**src/hci_reg_pkg.sv**
```systemverilog
// ********************
// Register map and CSR port types of the HCI queue block
// ********************
`default_nettype none

package hci_reg_pkg;

  localparam int unsigned CsrAddrWidth = 12;
  localparam int unsigned CsrDataWidth = 32;

  localparam logic [CsrAddrWidth-1:0] RegResetCtrl = 12'h010;
  localparam logic [CsrAddrWidth-1:0] RegQueueThld = 12'h020;
  localparam logic [CsrAddrWidth-1:0] RegCmdPort   = 12'h030;
  localparam logic [CsrAddrWidth-1:0] RegRespPort  = 12'h034;

  // Reset control bits
  localparam int unsigned CmdRstBit  = 1;
  localparam int unsigned RespRstBit = 2;

  // Threshold register fields
  localparam int unsigned CmdThldLsb  = 0;
  localparam int unsigned CmdThldMsb  = 7;
  localparam int unsigned RespThldLsb = 8;
  localparam int unsigned RespThldMsb = 15;

  typedef enum logic [2:0] {
    SelNone,
    SelResetCtrl,
    SelQueueThld,
    SelCmdPort,
    SelRespPort
  } reg_sel_e;

  typedef struct packed {
    logic                    req;
    logic                    is_wr;
    logic [CsrAddrWidth-1:0] addr;
    logic [CsrDataWidth-1:0] wdata;
  } csr_req_t;

  typedef struct packed {
    logic                    rd_ack;
    logic                    wr_ack;
    logic                    err;   // Valid with either ack
    logic [CsrDataWidth-1:0] rdata;
  } csr_rsp_t;

endpackage

`default_nettype wire

```
**src/hci_queue_pkg.sv**
```systemverilog
// ********************
// Queue sizes, flush states and status type
// Shared by the queues, the register block and the top level
// ********************
`default_nettype none

package hci_queue_pkg;

  // Entries per queue
  localparam int unsigned CmdDepth  = 8;
  localparam int unsigned RespDepth = 8;

  // Entry widths, a command is two register dwords
  localparam int unsigned CmdWidth  = 64;
  localparam int unsigned RespWidth = 32;

  localparam int unsigned ThldWidth = 8;

  // Soft reset sequence of one queue
  typedef enum logic [1:0] {
    FlushIdle,
    FlushRun,   // Pointers cleared on exit
    FlushDone   // Done pulse to the register block
  } flush_state_e;

  // Status seen by the bus controller
  typedef struct packed {
    logic                 full;
    logic                 empty;
    logic                 thld_trig;
    logic [ThldWidth-1:0] thld;      // Clamped threshold
  } queue_status_t;

endpackage

`default_nettype wire

```
**src/hci_queue.sv**
```systemverilog
// ********************
// Circular FIFO with ready threshold and flush sequence
// Used for both the command and the response queue
// ********************
`default_nettype none

module hci_queue #(
  parameter int unsigned Depth     = 8,
  parameter int unsigned DataWidth = 32
) (
  input  logic                                clk_i,
  input  logic                                rst_ni,

  input  logic                                push_i,
  input  logic [DataWidth-1:0]                wdata_i,
  output logic                                full_o,

  input  logic                                pop_i,
  output logic [DataWidth-1:0]                rdata_o,
  output logic                                empty_o,

  input  logic [hci_queue_pkg::ThldWidth-1:0] thld_i,
  output logic [hci_queue_pkg::ThldWidth-1:0] thld_eff_o,
  output logic                                thld_trig_o,
  input  logic                                count_free_i,

  input  logic                                flush_i,
  output logic                                flush_done_o
);

  localparam int unsigned PtrW  = (Depth > 1) ? $clog2(Depth) : 1;
  localparam int unsigned CntW  = $clog2(Depth + 1);
  localparam int unsigned ThldW = hci_queue_pkg::ThldWidth;

  logic [DataWidth-1:0] mem_q [Depth];
  logic [PtrW-1:0]      wptr_q;
  logic [PtrW-1:0]      rptr_q;
  logic [CntW-1:0]      count_q;
  logic [CntW-1:0]      trig_cnt;
  logic                 do_push;
  logic                 do_pop;

  hci_queue_pkg::flush_state_e state_q, state_d;

  assign full_o  = (count_q == CntW'(Depth));
  assign empty_o = (count_q == '0);
  assign do_push = push_i & ~full_o;
  assign do_pop  = pop_i & ~empty_o;
  assign rdata_o = mem_q[rptr_q];  // Head entry

  always_ff @(posedge clk_i) begin
    if (do_push) begin
      mem_q[wptr_q] <= wdata_i;
    end
  end

  always_ff @(posedge clk_i or negedge rst_ni) begin
    if (!rst_ni) begin
      wptr_q  <= '0;
      rptr_q  <= '0;
      count_q <= '0;
    end else if (state_q == hci_queue_pkg::FlushRun) begin
      wptr_q  <= '0;
      rptr_q  <= '0;
      count_q <= '0;
    end else begin
      if (do_push) begin
        wptr_q <= (wptr_q == PtrW'(Depth - 1)) ? '0 : wptr_q + 1'b1;
      end
      if (do_pop) begin
        rptr_q <= (rptr_q == PtrW'(Depth - 1)) ? '0 : rptr_q + 1'b1;
      end
      case ({do_push, do_pop})
        2'b10:   count_q <= count_q + 1'b1;
        2'b01:   count_q <= count_q - 1'b1;
        default: count_q <= count_q;
      endcase
    end
  end

  // Clamp to 1..Depth
  always_comb begin
    if (thld_i == '0) begin
      thld_eff_o = ThldW'(1);
    end else if (thld_i > Depth) begin
      thld_eff_o = ThldW'(Depth);
    end else begin
      thld_eff_o = thld_i;
    end
  end

  // Command side counts free slots, response side stored entries
  assign trig_cnt    = count_free_i ? CntW'(Depth) - count_q : count_q;
  assign thld_trig_o = (trig_cnt >= thld_eff_o);

  always_comb begin
    state_d = state_q;
    case (state_q)
      hci_queue_pkg::FlushIdle: begin
        if (flush_i) begin
          state_d = hci_queue_pkg::FlushRun;
        end
      end
      hci_queue_pkg::FlushRun:  state_d = hci_queue_pkg::FlushDone;
      hci_queue_pkg::FlushDone: state_d = hci_queue_pkg::FlushIdle;
      default:                  state_d = hci_queue_pkg::FlushIdle;
    endcase
  end

  always_ff @(posedge clk_i or negedge rst_ni) begin
    if (!rst_ni) begin
      state_q <= hci_queue_pkg::FlushIdle;
    end else begin
      state_q <= state_d;
    end
  end

  assign flush_done_o = (state_q == hci_queue_pkg::FlushDone);

endmodule

`default_nettype wire

```
**src/hci_csr.sv**
```systemverilog
// ********************
// Register block: decode, acks, threshold and reset registers
// Assembles command dwords and serves response port reads
// ********************
`default_nettype none

module hci_csr (
  input  logic                                 clk_i,
  input  logic                                 rst_ni,

  input  hci_reg_pkg::csr_req_t                csr_req_i,
  output hci_reg_pkg::csr_rsp_t                csr_rsp_o,

  output logic                                 cmd_push_o,
  output logic [hci_queue_pkg::CmdWidth-1:0]   cmd_data_o,
  input  logic                                 cmd_full_i,

  output logic                                 resp_pop_o,
  input  logic [hci_queue_pkg::RespWidth-1:0]  resp_data_i,
  input  logic                                 resp_empty_i,

  output logic [hci_queue_pkg::ThldWidth-1:0]  cmd_thld_o,
  output logic [hci_queue_pkg::ThldWidth-1:0]  resp_thld_o,
  input  logic [hci_queue_pkg::ThldWidth-1:0]  cmd_thld_eff_i,
  input  logic [hci_queue_pkg::ThldWidth-1:0]  resp_thld_eff_i,

  output logic                                 cmd_flush_o,
  output logic                                 resp_flush_o,
  input  logic                                 cmd_flush_done_i,
  input  logic                                 resp_flush_done_i
);

  hci_reg_pkg::reg_sel_e sel;

  logic                                  rd;
  logic                                  wr;
  logic                                  err_d;
  logic [hci_reg_pkg::CsrDataWidth-1:0]  rdata_d;
  logic                                  rd_ack_q;
  logic                                  wr_ack_q;
  logic                                  err_q;
  logic [hci_reg_pkg::CsrDataWidth-1:0]  rdata_q;
  logic [hci_queue_pkg::ThldWidth-1:0]   cmd_thld_q;
  logic [hci_queue_pkg::ThldWidth-1:0]   resp_thld_q;
  logic                                  thld_sw_we;
  logic [1:0]                            thld_wb_q;
  logic                                  rst_sw_we;
  logic                                  cmd_rst_q;
  logic                                  resp_rst_q;
  logic                                  cmd_wr;
  logic                                  cmd_phase_q;  // High after the low dword
  logic [hci_reg_pkg::CsrDataWidth-1:0]  cmd_lo_q;

  always_comb begin
    case (csr_req_i.addr)
      hci_reg_pkg::RegResetCtrl: sel = hci_reg_pkg::SelResetCtrl;
      hci_reg_pkg::RegQueueThld: sel = hci_reg_pkg::SelQueueThld;
      hci_reg_pkg::RegCmdPort:   sel = hci_reg_pkg::SelCmdPort;
      hci_reg_pkg::RegRespPort:  sel = hci_reg_pkg::SelRespPort;
      default:                   sel = hci_reg_pkg::SelNone;
    endcase
  end

  assign rd = csr_req_i.req & ~csr_req_i.is_wr;
  assign wr = csr_req_i.req & csr_req_i.is_wr;

  assign thld_sw_we = wr & (sel == hci_reg_pkg::SelQueueThld);
  assign rst_sw_we  = wr & (sel == hci_reg_pkg::SelResetCtrl);
  assign cmd_wr     = wr & (sel == hci_reg_pkg::SelCmdPort);

  assign cmd_push_o = cmd_wr & cmd_phase_q & ~cmd_full_i;
  assign cmd_data_o = {csr_req_i.wdata, cmd_lo_q};  // First dword is the low half
  assign resp_pop_o = rd & (sel == hci_reg_pkg::SelRespPort) & ~resp_empty_i;

  always_comb begin
    err_d   = 1'b0;
    rdata_d = '0;
    case (sel)
      hci_reg_pkg::SelResetCtrl: begin
        rdata_d[hci_reg_pkg::CmdRstBit]  = cmd_rst_q;
        rdata_d[hci_reg_pkg::RespRstBit] = resp_rst_q;
      end
      hci_reg_pkg::SelQueueThld: begin
        rdata_d[hci_reg_pkg::CmdThldMsb:hci_reg_pkg::CmdThldLsb]   = cmd_thld_eff_i;
        rdata_d[hci_reg_pkg::RespThldMsb:hci_reg_pkg::RespThldLsb] = resp_thld_eff_i;
      end
      hci_reg_pkg::SelCmdPort: begin
        err_d = ~csr_req_i.is_wr | (cmd_phase_q & cmd_full_i);
      end
      hci_reg_pkg::SelRespPort: begin
        err_d = csr_req_i.is_wr | resp_empty_i;
        if (!resp_empty_i) begin
          rdata_d = resp_data_i;
        end
      end
      default: err_d = 1'b1;  // Unmapped
    endcase
  end

  always_ff @(posedge clk_i or negedge rst_ni) begin
    if (!rst_ni) begin
      rd_ack_q <= 1'b0;
      wr_ack_q <= 1'b0;
      err_q    <= 1'b0;
    end else begin
      rd_ack_q <= rd;
      wr_ack_q <= wr;
      err_q    <= csr_req_i.req & err_d;
    end
  end

  always_ff @(posedge clk_i) begin
    rdata_q <= rd ? rdata_d : '0;
  end

  assign csr_rsp_o = '{rd_ack: rd_ack_q, wr_ack: wr_ack_q, err: err_q, rdata: rdata_q};

  // Clamped values come back two cycles after a software write
  always_ff @(posedge clk_i or negedge rst_ni) begin
    if (!rst_ni) begin
      thld_wb_q   <= '0;
      cmd_thld_q  <= 8'd1;
      resp_thld_q <= 8'd1;
    end else begin
      thld_wb_q <= {thld_wb_q[0], thld_sw_we};
      if (thld_sw_we) begin
        cmd_thld_q  <= csr_req_i.wdata[hci_reg_pkg::CmdThldMsb:hci_reg_pkg::CmdThldLsb];
        resp_thld_q <= csr_req_i.wdata[hci_reg_pkg::RespThldMsb:hci_reg_pkg::RespThldLsb];
      end else if (thld_wb_q[1]) begin
        cmd_thld_q  <= cmd_thld_eff_i;
        resp_thld_q <= resp_thld_eff_i;
      end
    end
  end

  assign cmd_thld_o  = cmd_thld_q;
  assign resp_thld_o = resp_thld_q;

  always_ff @(posedge clk_i or negedge rst_ni) begin
    if (!rst_ni) begin
      cmd_rst_q  <= 1'b0;
      resp_rst_q <= 1'b0;
    end else begin
      if (rst_sw_we && csr_req_i.wdata[hci_reg_pkg::CmdRstBit]) begin
        cmd_rst_q <= 1'b1;
      end else if (cmd_flush_done_i) begin
        cmd_rst_q <= 1'b0;
      end
      if (rst_sw_we && csr_req_i.wdata[hci_reg_pkg::RespRstBit]) begin
        resp_rst_q <= 1'b1;
      end else if (resp_flush_done_i) begin
        resp_rst_q <= 1'b0;
      end
    end
  end

  assign cmd_flush_o  = cmd_rst_q;
  assign resp_flush_o = resp_rst_q;

  always_ff @(posedge clk_i or negedge rst_ni) begin
    if (!rst_ni) begin
      cmd_phase_q <= 1'b0;
      cmd_lo_q    <= '0;
    end else if (cmd_flush_o) begin
      cmd_phase_q <= 1'b0;  // Drop a half command
      cmd_lo_q    <= '0;
    end else if (cmd_wr) begin
      if (!cmd_phase_q) begin
        cmd_lo_q    <= csr_req_i.wdata;
        cmd_phase_q <= 1'b1;
      end else begin
        cmd_phase_q <= 1'b0;  // Pushed, or discarded when full
      end
    end
  end

endmodule

`default_nettype wire

```
**src/hci_top.sv**
```systemverilog
// ********************
// Top level of the HCI queue block
// ********************
`default_nettype none

module hci_top (
  input  logic                                clk_i,
  input  logic                                rst_ni,

  input  hci_reg_pkg::csr_req_t               csr_req_i,
  output hci_reg_pkg::csr_rsp_t               csr_rsp_o,

  output logic                                cmd_rvalid_o,
  input  logic                                cmd_rready_i,
  output logic [hci_queue_pkg::CmdWidth-1:0]  cmd_rdata_o,

  input  logic                                resp_wvalid_i,
  output logic                                resp_wready_o,
  input  logic [hci_queue_pkg::RespWidth-1:0] resp_wdata_i,

  output hci_queue_pkg::queue_status_t        cmd_status_o,
  output hci_queue_pkg::queue_status_t        resp_status_o
);

  logic                                cmd_push;
  logic [hci_queue_pkg::CmdWidth-1:0]  cmd_data;
  logic                                cmd_full;
  logic                                cmd_empty;
  logic                                cmd_trig;
  logic [hci_queue_pkg::ThldWidth-1:0] cmd_thld;
  logic [hci_queue_pkg::ThldWidth-1:0] cmd_thld_eff;
  logic                                cmd_flush;
  logic                                cmd_flush_done;

  logic                                resp_pop;
  logic [hci_queue_pkg::RespWidth-1:0] resp_data;
  logic                                resp_full;
  logic                                resp_empty;
  logic                                resp_trig;
  logic [hci_queue_pkg::ThldWidth-1:0] resp_thld;
  logic [hci_queue_pkg::ThldWidth-1:0] resp_thld_eff;
  logic                                resp_flush;
  logic                                resp_flush_done;

  assign cmd_rvalid_o  = ~cmd_empty;
  assign resp_wready_o = ~resp_full;  // Only back-pressure on responses

  assign cmd_status_o  = '{full: cmd_full, empty: cmd_empty,
                           thld_trig: cmd_trig, thld: cmd_thld_eff};
  assign resp_status_o = '{full: resp_full, empty: resp_empty,
                           thld_trig: resp_trig, thld: resp_thld_eff};

  hci_csr u_csr (
    .clk_i,
    .rst_ni,
    .csr_req_i,
    .csr_rsp_o,
    .cmd_push_o       (cmd_push),
    .cmd_data_o       (cmd_data),
    .cmd_full_i       (cmd_full),
    .resp_pop_o       (resp_pop),
    .resp_data_i      (resp_data),
    .resp_empty_i     (resp_empty),
    .cmd_thld_o       (cmd_thld),
    .resp_thld_o      (resp_thld),
    .cmd_thld_eff_i   (cmd_thld_eff),
    .resp_thld_eff_i  (resp_thld_eff),
    .cmd_flush_o      (cmd_flush),
    .resp_flush_o     (resp_flush),
    .cmd_flush_done_i (cmd_flush_done),
    .resp_flush_done_i(resp_flush_done)
  );

  hci_queue #(
    .Depth    (hci_queue_pkg::CmdDepth),
    .DataWidth(hci_queue_pkg::CmdWidth)
  ) u_cmd_queue (
    .clk_i,
    .rst_ni,
    .push_i      (cmd_push),
    .wdata_i     (cmd_data),
    .full_o      (cmd_full),
    .pop_i       (cmd_rvalid_o & cmd_rready_i),
    .rdata_o     (cmd_rdata_o),
    .empty_o     (cmd_empty),
    .thld_i      (cmd_thld),
    .thld_eff_o  (cmd_thld_eff),
    .thld_trig_o (cmd_trig),
    .count_free_i(1'b1),        // Free slots
    .flush_i     (cmd_flush),
    .flush_done_o(cmd_flush_done)
  );

  hci_queue #(
    .Depth    (hci_queue_pkg::RespDepth),
    .DataWidth(hci_queue_pkg::RespWidth)
  ) u_resp_queue (
    .clk_i,
    .rst_ni,
    .push_i      (resp_wvalid_i & resp_wready_o),
    .wdata_i     (resp_wdata_i),
    .full_o      (resp_full),
    .pop_i       (resp_pop),
    .rdata_o     (resp_data),
    .empty_o     (resp_empty),
    .thld_i      (resp_thld),
    .thld_eff_o  (resp_thld_eff),
    .thld_trig_o (resp_trig),
    .count_free_i(1'b0),        // Stored entries
    .flush_i     (resp_flush),
    .flush_done_o(resp_flush_done)
  );

endmodule

`default_nettype wire

```
**config.mk**
```make
export PLATFORM = sky130hd
export DESIGN_NAME = hci_top
export DESIGN_NICKNAME = d
export VERILOG_FILES = /design/src/hci_reg_pkg.sv /design/src/hci_queue_pkg.sv /design/src/hci_queue.sv /design/src/hci_csr.sv /design/src/hci_top.sv
export SDC_FILE = /design/constraint.sdc
export NUM_CORES = 1
export LEC_CHECK = 0
export ABC_CLOCK_PERIOD_IN_PS = 9200
export BUFFER_PORTS_ARGS = -buffer_cell sky130_fd_sc_hd__buf_2
export CORE_ASPECT_RATIO = 1.4
export CORE_MARGIN = 5
export CORE_UTILIZATION = 45
export CTS_CLUSTER_DIAMETER = 40
export DETAILED_ROUTE_END_ITERATION = 7
export GPL_TIMING_DRIVEN = 0
export HOLD_SLACK_MARGIN = 0.06
export PLACE_DENSITY_LB_ADDON = 0.12
export SLEW_MARGIN = 20
export SYNTH_ARGS = -nofsm -noshare
export SYNTH_HDL_FRONTEND = slang
export SYNTH_SLANG_ARGS = --single-unit
```
**constraint.sdc**
```tcl
create_clock -name clk_i -period 9.2 [get_ports clk_i]
set_input_delay 0.46 -clock clk_i [delete_from_list [all_inputs] [get_ports clk_i]]
set_output_delay 0.46 -clock clk_i [all_outputs]
set_load 0.005 [all_outputs]
```
==> impl_summary.txt <==
----------------------------------------------------
[Power]
  Sequential share of power ... 0.435
  Highest ir drop seen on vdd ... 0.000219 V
  Proportion of power drawn by the clock network ... 0.397
  Proportion of total power due to net switching ... 0.263
  P per Cell Area ... 257 nW/um^2
  Comb power frac ... 0.168
  Reported net switching power ... 0.00279 W
  Leak Pwr ... 14.8 nW
  Internal cell power ... 0.00780 W

[Clocking]
  Clock Path Buffers ... 3
  Total CTS buffers ... 104
  Worst skew pair latency ... 0.68 ns
  Clock transition at the register clock pins on the worst setup and hold paths after CTS ... 0.06 ns
  CTS tree ... done
  H-Tree Level Count ... 3
  Clock tree root driver cell ... clkbuf_16
  Number of buffers inserted to repair setup after CTS ... 0
  Number of clock sinks ... 880

[Die]
  Boundary pin count ... 205
  Die boundary height ... 333 um
  Horizontal die dimension ... 241 um
  Die ar. ... 80,400 um^2
  Starting utilization of the core area ... 0.454
  Core ar. ... 74,100 um^2
  Standard-cell rows ... 118

[GRT]
  Via count of the first global-routing pass ... 18,400
  Initial antenna violation count ... 7
  Largest net degree at the start of global routing ... 66
  First-pass GRT wire length ... 118,000 um
  GR Util All Layers ... 0.197
  Total overflow reported by the global router ... 0

[Timing]
  Maximum achievable frequency ... 0.228 GHz
  Minimum clock period ... 4.39 ns
  RSZ-0062 raised after global routing ... no
  Count of final hold-check violations ... 0
  Total count of max-transition violations in the final report ... 0
  Setup violation total in the final timing report ... 0
  Post-route fraction of the period consumed by the critical path ... 0.478
  Pin slew with the least headroom to its limit ... 1.05 ns
  Slew margin rel. ... 0.294
  Post-Route Setup TNS ... 0 ns
  Post-route clock skew ... 0.0497 ns

[Synthesis]
  Share of the yosys chip area belonging to registers ... 0.765
  Number of different library cells in the post-synthesis netlist ... 63
  Post-synth top flop ... edfxtp_1
  Fraction of synthesized cell area taken by the top area cell type ... 0.686
  Average cell area after synthesis ... 20.9 um^2
  Cell type with the largest total area after synthesis ... edfxtp_1
  Register bit count reported by yosys ... 880
  Async set-reset flop share out of synthesis ... 0.0909
  Count of flip-flops with a built-in enable after synthesis ... 768
  Number of warnings issued by yosys ... 0
  Total standard cell area after synthesis ... 33,600 um^2
  Mapped Cells ... 1,606
  Ranking of synthesized cells by area ... edfxtp_1 (69%), mux4_2 (13%), dfrtp_1 (5.8%)

[Setup path]
  Data required, critical path ... 8.74 ns
  Worst Reg2Reg Path Length in Cells ... 10
  Startpoint Class ... register
  Worst Setup SP ... u_csr.cmd_thld_o[7]
  Worst flop-to-flop path startpoint ... u_cmd_queue.count_q[1]
  Endpoint class of the critical path ... output port
  Crit path arrival time ... 3.93 ns
  Critical path type ... register to output port
  Max Fanout on Critical Path ... 8

[Finish]
  Final #Nets ... 2,139
  Fill cell total of the finished layout ... 5,730
  Area Growth Syn to Fin ... 22.3%
  Share of post-route cells with drive strength above 1 ... 0.365
  Share of the core filled with cells ... 0.555

[Drt]
  Detailed-routing iteration count for the pre-antenna-repair pass ... 5
  Total via count after detailed routing ... 17,000
  Post-route ant nets ... 0
  Avg WL per Cell ... 25.5 um
  Initial detailed-routing violation count ... 1,051
  Detailed Route WL ... 78,900 um
  Residual DRC count ... 0
  Vias/cell ... 5.48

[Job]
  Max-cap check violation count ... 0

[Placement]
  HPWL after DPL ... 53,500 um
  Count of buffers inserted at the top-level ports ... 196
  Final RePlAce weighted congestion ... 0.761

[Hold path]
  Hold path start ... resp_wdata_i[1]
  Path category of the worst min-delay check ... input pin to register
  Hold depth ... 1

[Status]
  Outcome ... complete, no violations

----------------------------------------------------
==> stage by stage <==
stage | hold slack, ns | instances | cell area, um^2 | power [W] | setup WS, ns
5_1_grt | 0.0781 | 3092 | 41100 | 0.0110 | 4.52
3_5_place_dp | 0.320 | 2841 | 36900 | 0.00649 | 5.42
2_1_floorplan | 0.164 | 1613 | 33600 | 0.00577 | 2.83
4_1_cts | 0.0600 | 3088 | 41100 | 0.0107 | 4.70
3_3_place_gp | 0.334 | 2769 | 35800 | 0.00643 | -2.87
6_report | 0.107 | 3094 | 41100 | 0.0106 | 4.81
==> synthesized netlist by cell type, types with 7 or more instances <==
library cell,n
edfxtp_1,768
mux4_2,192
dfrtp_1,78
mux2_2,64
nand2_1,55
nor2_1,51
clkbuf_1,44
mux2i_1,35
a22o_1,34
dfxtp_1,32
o21ai_0,26
a21oi_1,23
buf_2,22
ha_1,20
nand2b_1,19
buf_4,17
inv_1,15
nor3_1,13
nand3_1,7
nor2b_1,7
==> metal layers <==
layer / GRT usage / vias to the layer above / routed length [um]
li1: - / 7452 / -
met4: 0.0521 / 4 / 1620
met5: 0 / - / 24
met3: 0.0368 / 108 / 3730
met2: 0.357 / 417 / 43400
met1: 0.244 / 8970 / 30100
==> worst max-delay path, stage by stage (launching register included) <==
cell and delay (ns):
dfrtp_1 0.39, or4_1 0.58, nor2_1 0.69, o21ai_0 0.33, inv_1 0.25, ha_1 0.26
nand2b_1 0.14, a21oi_1 0.15, nor2b_1 0.06, o21ai_0 0.14, nand2b_1 0.07, buf_4 0.12
buf_2 0.11
==> layout make-up <==
type                    instances  area [um^2]  area share
inverters                      17         63.8     0.00155
plain buffers                  88          425      0.0103
well taps                     960         1200      0.0292
diodes                          5         12.5    0.000304
flip-flops and latches        880        25700       0.625
repair buffers                318         2480      0.0602
clock inverters                79          965      0.0235
multi-input cells             628         7560       0.184
clock buffers                 119         2700      0.0657
==> timing repair <==
action | CTS | global route
gates resized for setup | 0 | 0
endpoints found under the hold margin | 405 | 0
endpoints found under the setup margin | 0 | 0
hold buffers | 49 | 0
==> flip-flops by register name (all words and copies together), names as in the netlist, 3 cells and up <==
| signal | count |
|---|---|
| u_csr.cmd_lo_q | 32 |
| u_resp_queue.rptr_q | 3 |
| u_cmd_queue.count_q | 4 |
| u_cmd_queue.mem_q | 512 |
| u_cmd_queue.rptr_q | 3 |
| u_cmd_queue.wptr_q | 3 |
| u_resp_queue.count_q | 4 |
| u_resp_queue.wptr_q | 3 |
| u_csr.resp_thld_o | 8 |
| u_resp_queue.mem_q | 256 |
| u_csr.rdata_q | 32 |
| u_csr.cmd_thld_o | 8 |
==> placed cells by master (no fill, tap or decap), types with 9 or more instances in the layout <==
| cell | Yosys | final |
|---|---|---|
| buf_12 | 0 | 11 |
| a22o_1 | 34 | 34 |
| clkinvlp_4 | 0 | 9 |
| clkinv_4 | 0 | 17 |
| buf_16 | 0 | 14 |
| nor2_1 | 51 | 42 |
| nand2b_1 | 19 | 19 |
| dlygate4sd3_1 | 0 | 49 |
| buf_4 | 17 | 49 |
| a21oi_1 | 23 | 23 |
| buf_6 | 0 | 11 |
| mux2_2 | 64 | 64 |
| clkbuf_1 | 44 | 53 |
| inv_1 | 15 | 15 |
| bufinv_16 | 0 | 10 |
| dfxtp_1 | 32 | 32 |
| inv_6 | 0 | 12 |
| nand2_1 | 55 | 55 |
| ha_1 | 20 | 20 |
| edfxtp_1 | 768 | 768 |
| clkbuf_16 | 0 | 104 |
| mux2i_1 | 35 | 35 |
| clkinv_2 | 0 | 10 |
| nor2_4 | 0 | 9 |
| mux4_2 | 192 | 192 |
| buf_2 | 22 | 222 |
| dfrtp_1 | 78 | 78 |
| o21ai_0 | 26 | 26 |
==> power groups by stage <==
stage	combinational (W)	clock [W]	sequential, W
finish	0.00178	0.00420	0.00460
floorplan	0.00110	0	0.00466
global route	0.00195	0.00448	0.00461
CTS	0.00183	0.00429	0.00460
detailed placement	0.00181	0	0.00468
global placement	0.00173	0	0.00470
==> kinds of logic (layout without fill, tap and decap cells) <==
family / after synthesis / count (layout) / synth area share
mux: 292 / 292 / 0.161
fa+ha+maj: 20 / 20 / 0.00744
simple gates: 195 / 195 / 0.0293
flops: 880 / 880 / 0.765
other cells: 1 / 13 / 0.000112
buf+inv: 105 / 621 / 0.0145
compound gates: 110 / 110 / 0.0223
xor+xnor: 3 / 3 / 0.000782
==> final timing paths <==
path / to / slack, ns
min in group asynchronous: u_cmd_queue.count_q[3] / 0.20
min reg2reg: u_csr.thld_wb_q[1] / 0.35
min: u_resp_queue.mem_q[1][1] / 0.11
max reg2reg: u_cmd_queue.mem_q[0][48] / 5.93
max in group asynchronous: u_csr.resp_thld_o[0] / 8.29
max: cmd_status_o[8] / 4.81
No activity file was read; power rests on OpenSTA's default activity.
